File: src/logic/rv_exec_pkg.sv
`default_nettype none

package rv_exec_pkg;

    // rv32i major opcodes
    localparam logic [6:0] OP_R_TYPE   = 7'b0110011;
    localparam logic [6:0] OP_I_TYPE   = 7'b0010011;
    localparam logic [6:0] OP_I_TYPE_L = 7'b0000011; // loads
    localparam logic [6:0] OP_S_TYPE   = 7'b0100011; // stores
    localparam logic [6:0] OP_B_TYPE   = 7'b1100011; // branches
    localparam logic [6:0] OP_J_TYPE   = 7'b1101111; // jal
    localparam logic [6:0] OP_JALR     = 7'b1100111;
    localparam logic [6:0] OP_AUIPC    = 7'b0010111;
    localparam logic [6:0] OP_LUI      = 7'b0110111;

    typedef enum logic [3:0] {
        ALU_OP_NONE = 4'd0,
        ALU_OP_ADD  = 4'd1,
        ALU_OP_SUB  = 4'd2,
        ALU_OP_AND  = 4'd3,
        ALU_OP_OR   = 4'd4,
        ALU_OP_XOR  = 4'd5,
        ALU_OP_SLL  = 4'd6,
        ALU_OP_SRL  = 4'd7,
        ALU_OP_SRA  = 4'd8,
        ALU_OP_SLT  = 4'd9,
        ALU_OP_SLTU = 4'd10
    } alu_op_e;

    typedef enum logic [3:0] {
        PC_SRC_NONE         = 4'd0, // no valid target, flagged illegal
        PC_SRC_PLUS_4       = 4'd1,
        PC_SRC_PLUS_OFF     = 4'd2,
        PC_SRC_REG_PLUS_OFF = 4'd3
    } pc_src_e;

    typedef struct packed {
        logic neg;  // bit 31 of a - b
        logic zero; // alu result is zero
        logic cout; // set when a >= b unsigned
        logic ov;   // signed overflow of a - b
    } alu_flags_t;

    typedef struct packed {
        logic [31:0] instr;
        logic [31:0] pc;
        logic [31:0] rs1_val;
        logic [31:0] rs2_val;
    } exec_req_t;

    typedef struct packed {
        logic [6:0]  op;
        logic [2:0]  func3;
        logic [4:0]  rd;
        alu_op_e     alu_ctrl;
        logic [31:0] operand_a;
        logic [31:0] operand_b;
        logic [31:0] imm;
        logic [31:0] pc;
        logic [31:0] rs1_val;
        logic        mem_op;
        logic        illegal;
    } dec_pkt_t;

    typedef struct packed {
        logic [4:0]  rd;
        logic        rd_we;
        logic [31:0] rd_data;
        logic [31:0] next_pc;
        logic        mem_op;
        logic        illegal;
    } exec_rsp_t;

endpackage

`default_nettype wire

File: src/logic/rv_ctrl_dec.sv
`default_nettype none

module alu_dec (
    input  wire  [6:0]          op,
    input  wire  [2:0]          func3,
    input  wire  [6:0]          func7,
    output rv_exec_pkg::alu_op_e alu_ctrl
);
    rv_exec_pkg::alu_op_e ri_type_alu_ctrl;

    // shared decode for register and immediate arithmetic
    always_comb begin
        case (func3)
            3'b000: begin
                if (op == rv_exec_pkg::OP_R_TYPE && func7[5]) begin
                    ri_type_alu_ctrl = rv_exec_pkg::ALU_OP_SUB; // addi has no sub form
                end else begin
                    ri_type_alu_ctrl = rv_exec_pkg::ALU_OP_ADD;
                end
            end
            3'b001:  ri_type_alu_ctrl = rv_exec_pkg::ALU_OP_SLL;
            3'b010:  ri_type_alu_ctrl = rv_exec_pkg::ALU_OP_SLT;
            3'b011:  ri_type_alu_ctrl = rv_exec_pkg::ALU_OP_SLTU;
            3'b100:  ri_type_alu_ctrl = rv_exec_pkg::ALU_OP_XOR;
            3'b101: begin
                // srai carries the same func7 bit as sra
                ri_type_alu_ctrl = func7[5] ? rv_exec_pkg::ALU_OP_SRA
                                            : rv_exec_pkg::ALU_OP_SRL;
            end
            3'b110:  ri_type_alu_ctrl = rv_exec_pkg::ALU_OP_OR;
            default: ri_type_alu_ctrl = rv_exec_pkg::ALU_OP_AND; // 3'b111
        endcase
    end

    always_comb begin
        case (op)
            rv_exec_pkg::OP_R_TYPE:   alu_ctrl = ri_type_alu_ctrl;
            rv_exec_pkg::OP_I_TYPE:   alu_ctrl = ri_type_alu_ctrl;
            rv_exec_pkg::OP_I_TYPE_L: alu_ctrl = rv_exec_pkg::ALU_OP_ADD; // address calc
            rv_exec_pkg::OP_S_TYPE:   alu_ctrl = rv_exec_pkg::ALU_OP_ADD;
            rv_exec_pkg::OP_B_TYPE:   alu_ctrl = rv_exec_pkg::ALU_OP_SUB; // compare via flags
            rv_exec_pkg::OP_AUIPC:    alu_ctrl = rv_exec_pkg::ALU_OP_ADD;
            rv_exec_pkg::OP_J_TYPE:   alu_ctrl = rv_exec_pkg::ALU_OP_ADD;
            rv_exec_pkg::OP_JALR:     alu_ctrl = rv_exec_pkg::ALU_OP_ADD;
            default:                  alu_ctrl = rv_exec_pkg::ALU_OP_NONE; // lui too
        endcase
    end
endmodule


`default_nettype wire

File: src/logic/instr_decode.sv
`default_nettype none

module instr_decode (
    input  wire  rv_exec_pkg::exec_req_t req,
    output rv_exec_pkg::dec_pkt_t        pkt
);
    logic [31:0]          instr;
    logic [6:0]           op;
    logic [6:0]           func7;
    logic [31:0]          imm;
    logic                 known_op;
    rv_exec_pkg::alu_op_e alu_ctrl;

    assign instr = req.instr;
    assign op    = instr[6:0];
    assign func7 = instr[31:25];

    alu_dec u_alu_dec (
        .op       (op),
        .func3    (instr[14:12]),
        .func7    (func7),
        .alu_ctrl (alu_ctrl)
    );

    // immediate format chosen by opcode
    always_comb begin
        case (op)
            rv_exec_pkg::OP_I_TYPE,
            rv_exec_pkg::OP_I_TYPE_L,
            rv_exec_pkg::OP_JALR:  imm = {{20{instr[31]}}, instr[31:20]};
            rv_exec_pkg::OP_S_TYPE: imm = {{20{instr[31]}}, instr[31:25], instr[11:7]};
            rv_exec_pkg::OP_B_TYPE: imm = {{19{instr[31]}}, instr[31], instr[7],
                                           instr[30:25], instr[11:8], 1'b0};
            rv_exec_pkg::OP_LUI,
            rv_exec_pkg::OP_AUIPC: imm = {instr[31:12], 12'b0};
            rv_exec_pkg::OP_J_TYPE: imm = {{11{instr[31]}}, instr[31], instr[19:12],
                                           instr[20], instr[30:21], 1'b0};
            default:               imm = 32'b0;
        endcase
    end

    assign known_op = op inside {rv_exec_pkg::OP_R_TYPE, rv_exec_pkg::OP_I_TYPE,
                                 rv_exec_pkg::OP_I_TYPE_L, rv_exec_pkg::OP_S_TYPE,
                                 rv_exec_pkg::OP_B_TYPE, rv_exec_pkg::OP_J_TYPE,
                                 rv_exec_pkg::OP_JALR, rv_exec_pkg::OP_AUIPC,
                                 rv_exec_pkg::OP_LUI};

    always_comb begin
        pkt.op        = op;
        pkt.func3     = instr[14:12];
        pkt.rd        = instr[11:7];
        pkt.alu_ctrl  = alu_ctrl;
        pkt.operand_a = req.rs1_val;
        // register compare for branches, immediate for everything else
        pkt.operand_b = (op == rv_exec_pkg::OP_R_TYPE || op == rv_exec_pkg::OP_B_TYPE)
                        ? req.rs2_val : imm;
        pkt.imm       = imm;
        pkt.pc        = req.pc;
        pkt.rs1_val   = req.rs1_val;
        pkt.mem_op    = (op == rv_exec_pkg::OP_I_TYPE_L) || (op == rv_exec_pkg::OP_S_TYPE);
        pkt.illegal   = !known_op && (instr != 32'b0); // all-zero word passes as nop
    end
endmodule

`default_nettype wire

File: config.mk
export PLATFORM = sky130hd
export DESIGN_NAME = instr_decode
export DESIGN_NICKNAME = d
export VERILOG_FILES = /design/src/logic/rv_exec_pkg.sv /design/src/logic/rv_ctrl_dec.sv /design/src/logic/instr_decode.sv
export SDC_FILE = /design/constraint.sdc
export NUM_CORES = 1
export LEC_CHECK = 0
export BUFFER_PORTS_ARGS = -buffer_cell sky130_fd_sc_hd__buf_2
export CORE_AREA = 2 2 120 122
export DETAILED_ROUTE_END_ITERATION = 6
export DIE_AREA = 0 0 122 124
export PLACE_DENSITY = 0.6
export SETUP_SLACK_MARGIN = 0.02
export SYNTH_ARGS = -nofsm -noshare
export SYNTH_HDL_FRONTEND = slang
export SYNTH_SLANG_ARGS = --single-unit
File: constraint.sdc
create_clock -name vclk -period 1.22
set_input_delay 0.061 -clock vclk [all_inputs]
set_output_delay 0.061 -clock vclk [all_outputs]
set_load 0.02 [all_outputs]
* Word level (Yosys, flattened, before mapping) *
Cells that the tools add are included.

word-level totals
  register bits = 0
  input bits = 128
  output and inout port bits = 181
  logic and storage cells = 33

operators by class
  equal/unequal tests = 15
  multiplexer cells = 6
  reduce and logical (&&, ||, !) cells = 12

operators with widths
  kind                  count
  $pmux W32 S5          1
  $mux W32              1
  $reduce_bool A32 Y1   1
  $pmux W4 S7           1
  $eq A7 B6 Y1 const B  3
  $eq A7 B7 Y1 const B  3
  $eq A7 B5 Y1 const B  2
  $pmux W4 S3           1
  $eq A3 B3 Y1 const B  3
  $reduce_bool A9 Y1    1
  $eq A7 B2 Y1 const B  1
  $eq A3 B2 Y1 const B  2
  $reduce_or A5 Y1      1
  $mux W4               1
  $reduce_or A2 Y1      2
  $eq A3 B1 Y1 const B  1
  $logic_not A3 Y1      1
  $reduce_or A3 Y1      1
  $logic_and A1 B1 Y1   2
  $logic_or A1 B1 Y1    2
  $mux W2               1
  $logic_not A1 Y1      1

* Depth between registers and ports, before layout *
  depth in word-level cells = 5
  depth in mapped cells = 6
  gate-level depth less buffers = 4

* By module *
A second synthesis with hierarchy kept.

second synthesis, totals
  cell total of the unflattened synthesis = 296
  area total of the unflattened synthesis = 2,045.7 um^2

modules (own cells, without submodules)
  module        times used  cells each  area an instance (um^2)  sequential area each (um^2)
  instr_decode  1           268         1,873.0                  0.0
  alu_dec       1           28          172.7                    0.0

* Worst setup path after synthesis *
OpenSTA, ideal clock, no wires.

  path kind = input-to-output
  from = input req[99] (netlist bit)
  to = output pkt[118] (netlist bit)
  data arrival time = 1.371 ns
  data required time = 1.159 ns
  setup slack = -0.212 ns
  stages on the path = 6
  path buffers = 3
  cells stage by stage = buf_4 -> and4bb_4 -> o211ai_4 -> buf_6 -> buf_6 -> a31oi_1

RTL lines
  what             RTL line           source
  start, declared  instr_decode.sv:4  input wire rv_exec_pkg::exec_req_t req,
  end, declared    instr_decode.sv:5  output rv_exec_pkg::dec_pkt_t pkt

==> qor.csv <==
stage,metric,value,unit
layout,diodes,0,
hold_path,hold_path.class,in2out,
route,drtAntennaViolNets,0,
grt,grt_max_degree,18,
route,remaining_drc_errors,0,
layout,final_cells,596,
layout,seq_cells,0,
power,ir_worst_vdd,0.157,mV
grt,gr-total-overflow,0,
logic_synthesis,syn-num-nets,438,
logic_synthesis,synth_area,2120,sq um
critical_path,end_kind,primary output,
sta,relSlewSlack,71.3,%
floorplan,io_pins,309,
layout,final_layout_size_suffix_gt1_share,80.0,%
floorplan,dieArea,15100,sq um
layout,area_growth,91.4,%
power,powerDensity,227,nW/um^2
grt,grt_util_all_layers,12.6,%
power,p_clk_share,0,%
flow_run,cap_viol_max_count,0,
sta,timing.final.crit_share,121,%
logic_synthesis,netlist_instances,310,
route,via_per_inst,4.30,
floorplan,rows,43,
logic_synthesis,ys_types,49,
sta,worst_slack,-0.250,ns
logic_synthesis,avgSynthCellArea,6.83,sq um
logic_synthesis,synth-seq-area-share,0,%
placed_design,port_buffers,149,
hold_path,min_path_cells,0,
sta,layout_min_cycle_time,1.47,ns
logic_synthesis,synth_top_area_share,40.0,%
floorplan,core,13700,sq um
sta,setup_viol,61,
grt,antenna_found_initial,1,
power,comb_power_share,100.0,%
placed_design,hpwl,8.43,mm
route,drtIter0Drc,87,
layout,fin_nets,546,
critical_path,critPathKind,in2out,
placed_design,place_ws,-0.332,ns
layout,seq_area,0,sq um
hold_path,min-delay-start,req[68],
grt,grt_pass1_wl,14.7,mm
cts,hold_buffers,0,
power,p_int,477,uW
critical_path,required,1.16,ns
route,drt-total-wl,10.6,mm
critical_path,crit_path_start_kind,input pin,
floorplan,die_h,124,um
layout,mostFrequentLayoutCells,"buf_6, buf_2, buf_4",
sta,rsz0062_at_grt,yes,
power,swShare,48.2,%
grt,grt_pass1_vias,2586,
route,post_drt_wl_per_cell,17.8,um
sta,hold_viol_final,0,
sta,worstMarginPinSlew,0.426,ns
sta,timing.fmax,680,MHz
sta,timing.final.max_slew_violations,0,
logic_synthesis,yosysWarnings,0,
floorplan,start_util,15.4,%
logic_synthesis,synth_top_cell_by_area,buf_4,
hold_path,min_to,pkt[38],
placed_design,place.gp.congestion,0.862,
logic_synthesis,synth.area.top_cells,"buf_4, nand2_1, a31oi_1",
layout,clock_buffers,0,
power,power.leakage,1.95,nW
route,firstDrtPassIters,4,
placed_design,placedCellCount,580,
layout,final_common_cell,buf_6,
floorplan,die_w,122,um
power,power_switching,443,uW
route,vias,2564,
critical_path,cp_max_fo,8,
outcome,outcome,"finished, violations left",
layout,fillers,1466,
outcome,violations,setup timing,
power,pwr-share-seq,0,%
critical_path,arrival,1.41,ns
[routing by layer]
layer  track usage, %  part of all wire (%)
met5                0                 0.085
met4             3.23                   2.8
met3             2.11                   7.4
met2             22.9                    51
met1             15.3                    39
[power by group through the flow]
stage / clock network [mW] / registers (mW) / logic (mW)
2_1_floorplan: 0 / 0 / 0.817
3_3_place_gp: 0 / 0 / 0.729
3_5_place_dp: 0 / 0 / 0.731
4_1_cts: 0 / 0 / 0.897
5_1_grt: 0 / 0 / 0.979
6_report: 0 / 0 / 0.920
[timing repair]
| item | 4_1_cts | 5_1_grt |
|---|---|---|
| gates cloned | 5 | 0 |
| resized for setup | 198 | 54 |
| pin swaps | 38 | 23 |
| buffers inserted | 13 | 1 |
| setup endpoints to repair | 68 | 69 |
| endpoints found under the hold margin | 0 | 0 |
[cells by family after synthesis]
kind of cell	count (synthesis)	share of synthesized area [%]
AND/OR/NAND/NOR	113	29.5
AO/OA/AOI/OAI	55	19.7
buffers and inverters	134	45.9
multiplexers	8	4.84
[Yosys cell counts, drive strengths merged]
master,count
a211o,1
a21o,1
a21oi,3
a22o,4
a22oi,1
a31o,1
a31oi,12
a32o,1
and2,9
and3,10
and3b,1
and4b,1
and4bb,1
buf,124
clkbuf,2
inv,8
mux2,6
mux2i,2
nand2,29
nand2b,3
nand3,5
nand4,5
nand4bb,1
nor2,17
nor2b,7
nor3,4
nor3b,2
nor4,8
o2111a,1
o2111ai,1
o211ai,7
o21ai,9
o21bai,1
o22a,8
o22ai,2
o31a,1
o32ai,1
or2,10
[worst max path at each step]
stage                  start        to  cells past startpoint
global route        req[100]  pkt[122]                      9
detailed placement   req[98]  pkt[129]                      8
finish               req[98]  pkt[128]                      8
floorplan            req[98]  pkt[100]                      6
CTS                  req[99]  pkt[104]                      8
global placement     req[96]  pkt[127]                      8
[through the flow]
step	util [%]	hold WS [ns]	total power, mW	setup TNS (ns)	cell area [sq um]
5_1_grt	29.6	0.122	0.979	-12.33	4060
2_1_floorplan	-	0.235	0.817	-0.999	2430
3_3_place_gp	22.2	0.122	0.729	-14.86	3040
6_report	29.6	0.122	0.920	-9.56	4060
4_1_cts	28.6	0.122	0.897	-10.93	3930
3_5_place_dp	22.2	0.122	0.731	-16.64	3040
[critical path, stage by stage]
cell and delay [ns]:
buf_8 0.11, and4bb_4 0.38, o211ai_4 0.14, buf_6 0.17
buf_16 0.15, buf_12 0.13, a31oi_4 0.13, buf_6 0.14
[final cells by class]
class	instances	area (sq um)	area share, %
timing repair buffer	232	2060	50.8
multi-input combinational	176	1740	42.9
tap	180	225	5.55
inverter	8	30.0	0.741
No activity file was read; power rests on OpenSTA's default activity.
