===== config.mk =====
export PLATFORM = sky130hd
export DESIGN_NAME = pipe_stage
export DESIGN_NICKNAME = d
export VERILOG_FILES = /design/src/logic/pipe_stage.sv
export SDC_FILE = /design/constraint.sdc
export NUM_CORES = 1
export LEC_CHECK = 0
export BUFFER_PORTS_ARGS = -buffer_cell sky130_fd_sc_hd__buf_4
export CORE_MARGIN = 3
export CORE_UTILIZATION = 39
export DETAILED_ROUTE_END_ITERATION = 16
export MAX_ROUTING_LAYER = met4
export PLACE_DENSITY = 0.8
export SYNTH_ARGS = -nofsm -noshare
export SYNTH_HDL_FRONTEND = slang
export SYNTH_SLANG_ARGS = --single-unit

===== constraint.sdc =====
create_clock -name clk -period 1.5 [get_ports clk]
set_input_delay 0.3 -clock clk [delete_from_list [all_inputs] [get_ports clk]]
set_output_delay 0.3 -clock clk [all_outputs]
set_load 0.005 [all_outputs]

===== src/logic/pipe_stage.sv =====
`default_nettype none

module pipe_stage #(
    parameter type PAYLOAD_T = logic [31:0]
) (
    input  wire           clk,
    input  wire           reset,
    input  wire           in_valid,
    output logic          in_ready,
    input  wire PAYLOAD_T in_data,
    output logic          out_valid,
    input  wire           out_ready,
    output PAYLOAD_T      out_data
);
    assign in_ready = out_ready || !out_valid; // free slot or draining this cycle

    always_ff @(posedge clk) begin
        if (reset) begin
            out_valid <= 1'b0;
        end else if (in_ready) begin
            out_valid <= in_valid;
        end
    end

    always_ff @(posedge clk) begin
        if (in_valid && in_ready) begin
            out_data <= in_data;
        end
    end

    // held output must not change while downstream stalls
    assert property (@(posedge clk) disable iff (reset)
        out_valid && !out_ready |=> out_valid && $stable(out_data))
        else $error("pipe stage output changed under stall");
endmodule

`default_nettype wire


# After elaboration in Yosys (flattened, before gate mapping)
# Cells that the tools add are included.
# classes
reduce_logical	3
# ops
operator	n
$logic_and A1 B1 Y1	1
$logic_not A1 Y1	1
$logic_or A1 B1 Y1	1
# totals
elab_cells	5
reg_bits	33
input_bits	36

# Depth between registers and ports, before layout
# Gate-level depths: netlist (run 1).
# logic_depth
depth_word	3
ltp_mapped	2

# Least setup slack after synthesis (run 1)
# OpenSTA, ideal clock, no wires.
# synth_timing
path_type	in2reg
start	in out_ready
end	reg out_data[0] (netlist name), enable pin
arrival_ns	0.758
t_required_ns	1.160
stages	2
setup_ns	0.340
setup_slack_ns	0.402
path_buffers	0
cell_sequence	nand2b_4 -> and2_4
# synth_between
elab_chain_cells	2
# synth_lines
item	line_no	source
from (decl)	12	input wire out_ready,
$logic_or A1 B1 Y1	15	assign in_ready = out_ready || !out_valid;
$logic_and A1 B1 Y1	26	if (in_valid && in_ready) begin
to (signal assigned)	27	out_data <= in_data;
to (decl)	13	output PAYLOAD_T out_data
# Every way passes these cells.
# A chain may end at the register's enable or synchronous reset.

# Worst setup path in the final report (run 1)
# layout_timing
start	reg out_valid
end	out in_ready
# layout_between
elab_chain_cells	2
# layout_lines
item	line_no	source
from (decl)	11	output logic out_valid,
from (signal assigned)	21	out_valid <= in_valid;
$logic_not A1 Y1	15	
$logic_or A1 B1 Y1	15	
to (decl)	9	output logic in_ready,
# Every way passes these cells.

==> metrics.txt, run 1 <==
status=finished, final reports clean; flops & latches, synth=33; root buf cell=clkbuf_4; initial antenna violation count=0; setup ws final=roughly 0.31 ns; YS warnings=0; commonest non-fill, non-tap cell in the layout=buf_4; core area=roughly 2300 um2; CP Launch Type=flop; synth top area cells=edfxtp_1 95%, dfxtp_1 2.0%, nand2b_4 1.4%; CTS Hold Buffers Added=0; Worst EP arrival=0.89 ns; VDD IR max=0.7642 mV; number of port buffers=69; Initial DRC Count=15; initial core utilization=0.4342; minimum clock period=1.194 ns; WP data required=about 1.2 ns; Post-Syn Instances=37; clock slew at reported path FFs=0.09 ns; HP Class=in -> reg; largest net degree at the start of global routing=33; syn nets=between 70 and 80; sw power=about 320 uW; GRT Total Usage=0.1284; Crit Path Max Fanout=3; vias in the first global route=672; FMAX=~840 MHz; Pwr Density=1051 nW/um2; WL per Instance=between 10 and 15 um; part of the power in registers=0.640; # setup viols final=0; ANT nets after route=0; CP Capture Type=output port; maximum capacitance violations=0; # Post-CTS Setup Buffers=0; mapped cell area=1016 um2; WHS=0.1329 ns; DRC Markers=0; first-pass GRT wire length=between 2000 and 3000 um; Final HPWL DP=1442 um; row count=17; CTS sink count=33; syn avg cell area=27.46 um2; setup TNS=0 ns; n_diodes=0; total number of vias=638; fin cells=142; CTS buffer count=5; Final Max Tran Viols=0; Die Ht=57.04 um; TritonRoute pass-1 iters=4; commonest cells after routing, fill and taps aside=69 x buf_4, 32 x edfxtp_1, 5 x clkbuf_4; Clock Tree Buf Depth=2; TritonCTS clock tree=done; final hold violation count=0; sequential area share after synthesis=0.9655; area of the multi-input gates=31.28 um2; Die Width=57.04 um; Sw Ratio=0.1876; Crit Path Class=reg -> out; final worst path period share=0.7963; Synth cell types=6; Final Wtd Congestion=0.6769; placed insts=134; Internal Power=1.381 mW; Slew @ Worst Pin=between 0.3 and 0.4 ns; Nets=149; RSZ-0062 raised after global routing=no; die area=3254 um2; I/O Pins=70; fill count=159; gr ovfl total=0; top cell type's share of synthesized area=0.9458; power share of the combinational group=0.106; Clock Skews=between 0.004 and 0.005 ns; dominant cell type by area after synthesis=edfxtp_1; final WL=between 1500 and 2000 um; Placement Setup Slack=0.2353 ns; FF/Latch Area=between 900 and 1000 um2; Slew headroom=0.7424; PostCTS Resize Cnt=0; Clk pwr share=0.254; later-pin clock latency in the skew report=0.30 ns; post-DR vias/cell=approximately 4.5; layout cells sized above 1=0.6754; Area Growth Syn to Fin=59.24%; Util after Layout=0.6914; CTS HTree Levels=2; cell leakage power=0.6949 nW
## per-layer routing
layer,vias up,track usage,wire [um]
li1,296,-,-
met1,288,0.1333,663
met2,50,0.1974,918
met3,4,0.06561,247
met4,0,0.06954,31
met5,-,-,0
## registers in the layout, summed over array words and instances, names as in the netlist
signal and cells:
out_valid 1, out_data 32
## path summary, 6_finish.rpt
kind | cells past startpoint | to | start | slack [ns]
setup / recovery | 2 | in_ready | out_valid | 0.31
hold / removal | 2 | out_valid | reset | 0.13
setup reg to reg | 2 | out_data[4] | out_valid | 0.33
hold reg to reg | 2 | out_valid | out_valid | 0.51
## kinds of logic (layout without fill, tap and decap cells)
| logic type | after synthesis | after routing | share of synthesized area |
|---|---|---|---|
| and+or+nand+nor | 2 | 2 | 0.02217 |
| buffers and inverters | 1 | 78 | 0.003691 |
| DFF | 33 | 33 | 0.9655 |
| AOI/OAI and AO/OA | 1 | 1 | 0.008622 |
## worst max-delay path, stage by stage, from the launching register on
cell	delay, ns
dfxtp_1	0.38
nand2b_4	0.08
buf_4	0.13
## power by group through the flow
stage	Clock (mW)	Combinational (mW)	Sequential, mW
3_3_place_gp	0	0.180	1.11
6_report	0.431	0.181	1.09
2_1_floorplan	0	0.0231	1.12
4_1_cts	0.456	0.184	1.09
5_1_grt	0.502	0.196	1.09
3_5_place_dp	0	0.184	1.11
## layout make-up
type | count | share of cell area
flip-flops and latches | 33 | 0.6063
multi-input cells | 3 | 0.01933
clock buffers | 8 | 0.03016
repair buffers | 69 | 0.3202
inverters | 1 | 0.002320
well taps | 28 | 0.02166
## Yosys cell counts (all sizes together)
cell type / number
and2: 1
edfxtp: 32
dfxtp: 1
inv: 1
nand2b: 1
a21oi: 1
## through the flow
step	cell area (um2)	power (mW)
2_1_floorplan	1016	1.140
3_5_place_dp	1569	1.293
6_report	1618	1.700
4_1_cts	1618	1.728
5_1_grt	1618	1.792
3_3_place_gp	1569	1.289
Power figures use the tool's default switching activity.
==> run 2: changes to the inputs <==
--- a/config.mk
+++ b/config.mk
@@ -5,12 +5,13 @@
 export SDC_FILE = /design/constraint.sdc
 export NUM_CORES = 1
 export LEC_CHECK = 0
+export ABC_AREA = 1
 export BUFFER_PORTS_ARGS = -buffer_cell sky130_fd_sc_hd__buf_4
 export CORE_MARGIN = 3
-export CORE_UTILIZATION = 39
+export CORE_UTILIZATION = 35
 export DETAILED_ROUTE_END_ITERATION = 16
 export MAX_ROUTING_LAYER = met4
-export PLACE_DENSITY = 0.8
+export PLACE_DENSITY = 0.76
 export SYNTH_ARGS = -nofsm -noshare
 export SYNTH_HDL_FRONTEND = slang
 export SYNTH_SLANG_ARGS = --single-unit
==> constraint.sdc (replaced) <==
create_clock -name clk -period 1.05 [get_ports clk]
set_input_delay 0.21 -clock clk [delete_from_list [all_inputs] [get_ports clk]]
set_output_delay 0.21 -clock clk [all_outputs]
set_load 0.005 [all_outputs]
==> run 2 against run 1 <==
  * Sequential share of layout area decreased by 2.3 points
  * Area after synthesis shrank 0.74%
  * Synthesized cell count is 2.7% higher
  * Register-to-register slack worse by 0.32 ns
  * First-iteration DRC count up 53%
  * Die area up 9.5%
  * Non-clock buffer count rose by 2
  * The run now ends with setup timing left
  * Wire length rose by 4.4%
  * Clock power rose by 45%
==> metrics.txt, run 2 <==
setup TNS=-0.04144 ns (-0.04144 ns); Worst EP arrival=0.86 ns (-0.03 ns); fin area=1688 um2 (+4.3%); Slew headroom=0.8738 (+0.1314); flops & latches, synth=33 (unchanged); dominant cell type by area after synthesis=edfxtp_1; CP Launch Type=flop; row count=18 (+1); clock slew at reported path FFs=0.09 ns (about the same); commonest non-fill, non-tap cell in the layout=buf_4; YS warnings=0 (unchanged); Slew @ Worst Pin=0.1889 ns (-0.1975 ns); # Post-CTS Setup Buffers=0 (unchanged); I/O Pins=70 (unchanged); CTS Hold Buffers Added=0 (unchanged); Final Max Tran Viols=0 (unchanged); VDD IR max=1.211 mV (+58%); GRT Total Usage=0.1272 (-0.001170); CTS HTree Levels=2 (unchanged); failing checks=setup timing; Clock Tree Buf Depth=2 (unchanged); mapped cell area=1008 um2 (-0.74%); Crit Path Class=reg -> out; area of the multi-input gates=36.28 um2 (+16%); Placement Setup Slack=-0.008519 ns (-0.2438 ns); Die Width=59.68 um (+4.6%); most flop-heavy register=out_data; final worst path period share=1.018; syn avg cell area=26.54 um2 (-3.4%); top cell type's share of synthesized area=0.9529 (+0.007041); # setup viols final=3 (+3); FF/Latch Area=984.7 um2 (+0.38%); max reg flops=32 (unchanged); Post-Syn Instances=38 (+2.7%); DRC Markers=0 (unchanged); RSZ-0062 raised after global routing=yes; layout cells sized above 1=0.6923 (+0.01687); share of flip-flops with an asynchronous set or reset=0 (unchanged); initial core utilization=0.3860 (-0.04821); HP Class=in -> reg; Pwr Density=1464 nW/um2 (+39%); Post-DP Area=1617 um2 (+3.0%); final hold violation count=0 (unchanged); status=finished with violations; CTS buffer count=5 (unchanged); TritonCTS clock tree=done; root buf cell=clkbuf_4; maximum capacitance violations=0 (unchanged); FMAX=935.7 MHz; total number of vias=644 (+0.94%); synth top area cells=edfxtp_1 95%, dfxtp_1 2.0%, a21oi_2 0.87%; WP data required=0.84 ns (-0.36 ns); first-pass GRT wire length=2932 um (+2.2%); core area=2613 um2 (+12%); Die Ht=59.68 um (+4.6%); CTS sink count=33 (unchanged); Crit Path Max Fanout=3 (unchanged); initial antenna violation count=0 (unchanged); commonest cells after routing, fill and taps aside=65 x buf_4, 32 x edfxtp_1, 5 x clkbuf_4; cell leakage power=0.7229 nW (+4.0%); TritonRoute pass-1 iters=4 (unchanged); Nets=152 (+2.0%); Area Growth Syn to Fin=67.37%; Post-synth EDFFs=32 (unchanged); CP Capture Type=output port; syn nets=74 (+1.4%); Clock Skews=0.005495 ns (+0.0005262 ns); Synth cell types=7 (+1); later-pin clock latency in the skew report=0.31 ns (about the same); gr ovfl total=0 (unchanged); Largest regs=out_data x32, out_valid x1; final WL=1941 um (+4.4%); fill count=193 (+21%); vias in the first global route=649 (-3.4%); WL per Instance=13.20 um (+0.81%); minimum clock period=around 1.1 ns; ANT nets after route=0 (unchanged); die area=3562 um2 (+9.5%); sequential area share after synthesis=0.9727 (+0.007187); number of port buffers=69 (unchanged); ys flop type=edfxtp_1; most common cell in the synthesized netlist=edfxtp_1; Final Wtd Congestion=0.6601 (-2.5%); post-DR vias/cell=4.381 (-2.5%); Initial DRC Count=23 (+8); largest net degree at the start of global routing=21 (-36%); n_diodes=0 (unchanged); setup ws final=-0.01875 ns (-0.3243 ns)
-- run 2: cell families after synthesis --
logic type             synth area share
DFF                              0.9727
AOI/OAI and AO/OA               0.01364
buffers and inverters          0.007437
and+or+nand+nor                0.006207
-- run 2: final timing paths --
kind / startpoint / to / slack (ns) / depth (start not counted)
worst max-delay path: out_valid / in_ready / -0.02 / 2
worst min-delay path: reset / out_valid / 0.03 / 2
worst max register to register: out_valid / out_data[28] / 0.01 / 2
worst min register to register: out_valid / out_valid / 0.50 / 2
-- run 2: critical path: stages, from the launching register on --
cell	delay, ns
dfxtp_4	0.38
nand2_4	0.05
buf_6	0.11
-- run 2: stage by stage --
step | hold WS (ns) | instances | power, mW | utilization
global route | 0.0001987 | 147 | 2.607 | 0.6461
detailed placement | 0.3607 | 139 | 1.876 | 0.6188
floorplan | 0.2651 | 38 | 1.631 | -
CTS | 0.01105 | 147 | 2.507 | 0.6403
global placement | 0.3596 | 139 | 1.869 | 0.6188
finish | 0.02606 | 147 | 2.472 | 0.6461
-- run 2: timing repair --
action                                  in CTS  in global routing
endpoints found under the setup margin      29                 34
hold endpoints to repair                     0                  0
gates resized for setup                      2                  4
cloned                                       0                  0
pin swaps                                    1                  0
-- run 2: area by class of cell --
cell class / count / area share
tap: 30 / 0.02224
sequential: 33 / 0.5834
inverter: 2 / 0.004448
timing repair buffer: 71 / 0.3395
multi-input combinational: 3 / 0.02150
clock buffer: 8 / 0.02891
-- run 2: per-layer routing --
metal,global-route usage,vias up,routed length [um]
li1,-,307,-
met1,0.1367,278,643
met2,0.1759,55,869
met3,0.08639,4,385
met4,0.06646,0,43
met5,-,-,0
-- run 2: power breakdown --
| part | internal, mW | switching, mW |
|---|---|---|
| Combinational | 0.194 | 0.0953 |
| Clock | 0.267 | 0.359 |
| Sequential | 1.53 | 0.0241 |
| Total | 1.99 | 0.478 |
==> run 3: changes to the inputs <==
--- a/config.mk
+++ b/config.mk
@@ -5,7 +5,6 @@
 export SDC_FILE = /design/constraint.sdc
 export NUM_CORES = 1
 export LEC_CHECK = 0
-export ABC_AREA = 1
 export BUFFER_PORTS_ARGS = -buffer_cell sky130_fd_sc_hd__buf_4
 export CORE_MARGIN = 3
 export CORE_UTILIZATION = 35
==> run 3 against run 2 <==
  * Critical path type unchanged
  * The run still ends with setup timing left
  * Critical endpoint unchanged
  * Die area up 0.65%
  * Register-to-register slack lost 0.11 ns
  * Global-route usage grew 0.52 points
  * Via count rose by 7.8%
  * Combinational power rose by 18%
==> metrics.txt, run 3 (same netlist as run 1, synthesis figures left out) <==
status=finished with violations; CTS buffer count=5 (unchanged); TritonRoute pass-1 iters=4 (unchanged); Worst EP arrival=0.95 ns (+0.09 ns); final WL=2247 um (+16%); CP Capture Type=output port; reg2reg start=out_valid; CTS sink count=33 (unchanged); Clock Skews=0.009318 ns (+0.003824 ns); FMAX=863.7 MHz (-7.7%); Die Width=59.88 um (+0.33%); Crit Path Class=reg -> out; setup TNS=-2.671 ns (-2.630 ns); Area Growth Syn to Fin=80.05%; largest net degree at the start of global routing=15 (-29%); met2 Usage GRT=0.1867 (+0.01080); maximum capacitance violations=0 (unchanged); fill count=153 (-21%); Final Max Tran Viols=0 (unchanged); n_diodes=0 (unchanged); clock slew at reported path FFs=0.10 ns (about the same); final hold violation count=0 (unchanged); WL per Instance=14.78 um (+12%); Clock Tree Buf Depth=2 (unchanged); cell leakage power=0.7913 nW (+9.5%); initial antenna violation count=0 (unchanged); Slew @ Worst Pin=0.1256 ns (-0.06327 ns); Die Ht=59.88 um (+0.33%); WP data required=0.84 ns (about the same); layout cells sized above 1=0.7213 (+0.02900); global route hottest layer=met2; Nets=157 (+3.3%); VDD IR max=1.749 mV (+45%); I/O Pins=70 (unchanged); ANT nets after route=0 (unchanged); failing checks=setup timing; number of port buffers=69 (unchanged); Pwr Density=1558 nW/um2 (+6.4%); Util after Layout=0.7002 (+0.05412); final worst path period share=1.103 (+0.08475); CTS HTree Levels=2 (unchanged); sw power=506.3 uW (+5.9%); later-pin clock latency in the skew report=0.31 ns (about the same); first-pass GRT wire length=3146 um (+7.3%); WHS=0.03747 ns (+0.01141 ns); initial core utilization=0.3889 (+0.002873); post-DR vias/cell=4.566 (+4.2%); M1 GR Usage=0.1565 (+0.01978); Hold Path Origin=reset; power share of the combinational group=0.120 (+0.003); commonest non-fill, non-tap cell in the layout=buf_4; minimum clock period=1.158 ns (+0.08899 ns); gr ovfl total=0 (unchanged); core area=2613 um2 (unchanged); met3 Resource Use GR=0.07127 (-0.01512); total number of vias=694 (+7.8%); # setup viols final=39 (+36); root buf cell=clkbuf_4; Clk pwr share=0.331 (+0.078); Slew headroom=0.9162 (+0.04246); row count=18 (unchanged); part of the power in registers=0.549 (-0.081); CP Launch Type=flop; Initial DRC Count=8 (-65%); Largest regs=out_data x32, out_valid x1; RSZ-0062 raised after global routing=yes; TritonCTS clock tree=done; Internal Power=2.343 mW (+18%); max reg flops=32 (unchanged); HP Class=in -> reg; die area=3585 um2 (+0.65%); Setup crit start=out_valid; Crit Path Max Fanout=2 (-1); most flop-heavy register=out_data; Final Wtd Congestion=0.6364 (-3.6%); Sw Ratio=0.1777 (-0.01570); GRT Total Usage=0.1324 (+0.005156); commonest cells after routing, fill and taps aside=58 x buf_4, 32 x edfxtp_1, 15 x buf_6; vias in the first global route=706 (+8.8%); DRC Markers=0 (unchanged); setup ws final=-0.1077 ns (-0.08899 ns); Placement Setup Slack=0.02041 ns (+0.02893 ns)
## run 3: worst max-delay path: stages, from the launching register on
cell      delay [ns]
dfxtp_2         0.36
nand2b_4        0.06
buf_6           0.11
buf_6           0.10
## run 3: layer usage
| metal | vias to the layer above | part of all wire |
|---|---|---|
| met5 | - | 0 |
| met4 | 0 | 0.012 |
| met3 | 2 | 0.14 |
| met2 | 53 | 0.47 |
| met1 | 324 | 0.37 |
| li1 | 315 | - |
## run 3: final timing paths
check             slack [ns]            to  depth (start not counted)
hold / removal          0.04     out_valid                          2
hold reg to reg         0.67     out_valid                          4
setup / recovery       -0.11      in_ready                          3
setup reg to reg       -0.10  out_data[12]                          4
## run 3: final cells by class
class                      count  area, um2  share of cell area
sequential                    33      982.2              0.5369
timing repair buffer          77      689.4              0.3769
clock buffer                   7      55.05             0.03010
tap                           30      37.54             0.02052
multi-input combinational      3      31.28             0.01710
clock inverter                 1      30.03             0.01642
inverter                       1      3.754            0.002052
## run 3: timing repair
| item | in CTS | in global routing |
|---|---|---|
| pin swaps | 0 | 0 |
| setup buffers | 1 | 2 |
| gates cloned | 0 | 1 |
| resized for setup | 3 | 12 |
| endpoints found under the setup margin | 17 | 66 |
| hold buffers | 0 | 0 |
## run 3: stage by stage
stage	area, um2	total power, mW	instances
4_1_cts	1744	2.839	149
3_5_place_dp	1640	1.891	140
2_1_floorplan	1017	1.629	37
3_3_place_gp	1640	1.883	140
6_report	1829	2.849	152
5_1_grt	1829	2.970	152
## run 3: power groups by stage
stage	combinational [mW]	sequential, mW	clock [mW]
after floorplan	0.0330	1.60	0
after global placement	0.297	1.59	0
after detailed placement	0.303	1.59	0
after CTS	0.310	1.56	0.969
after global routing	0.365	1.57	1.03
final	0.341	1.56	0.944
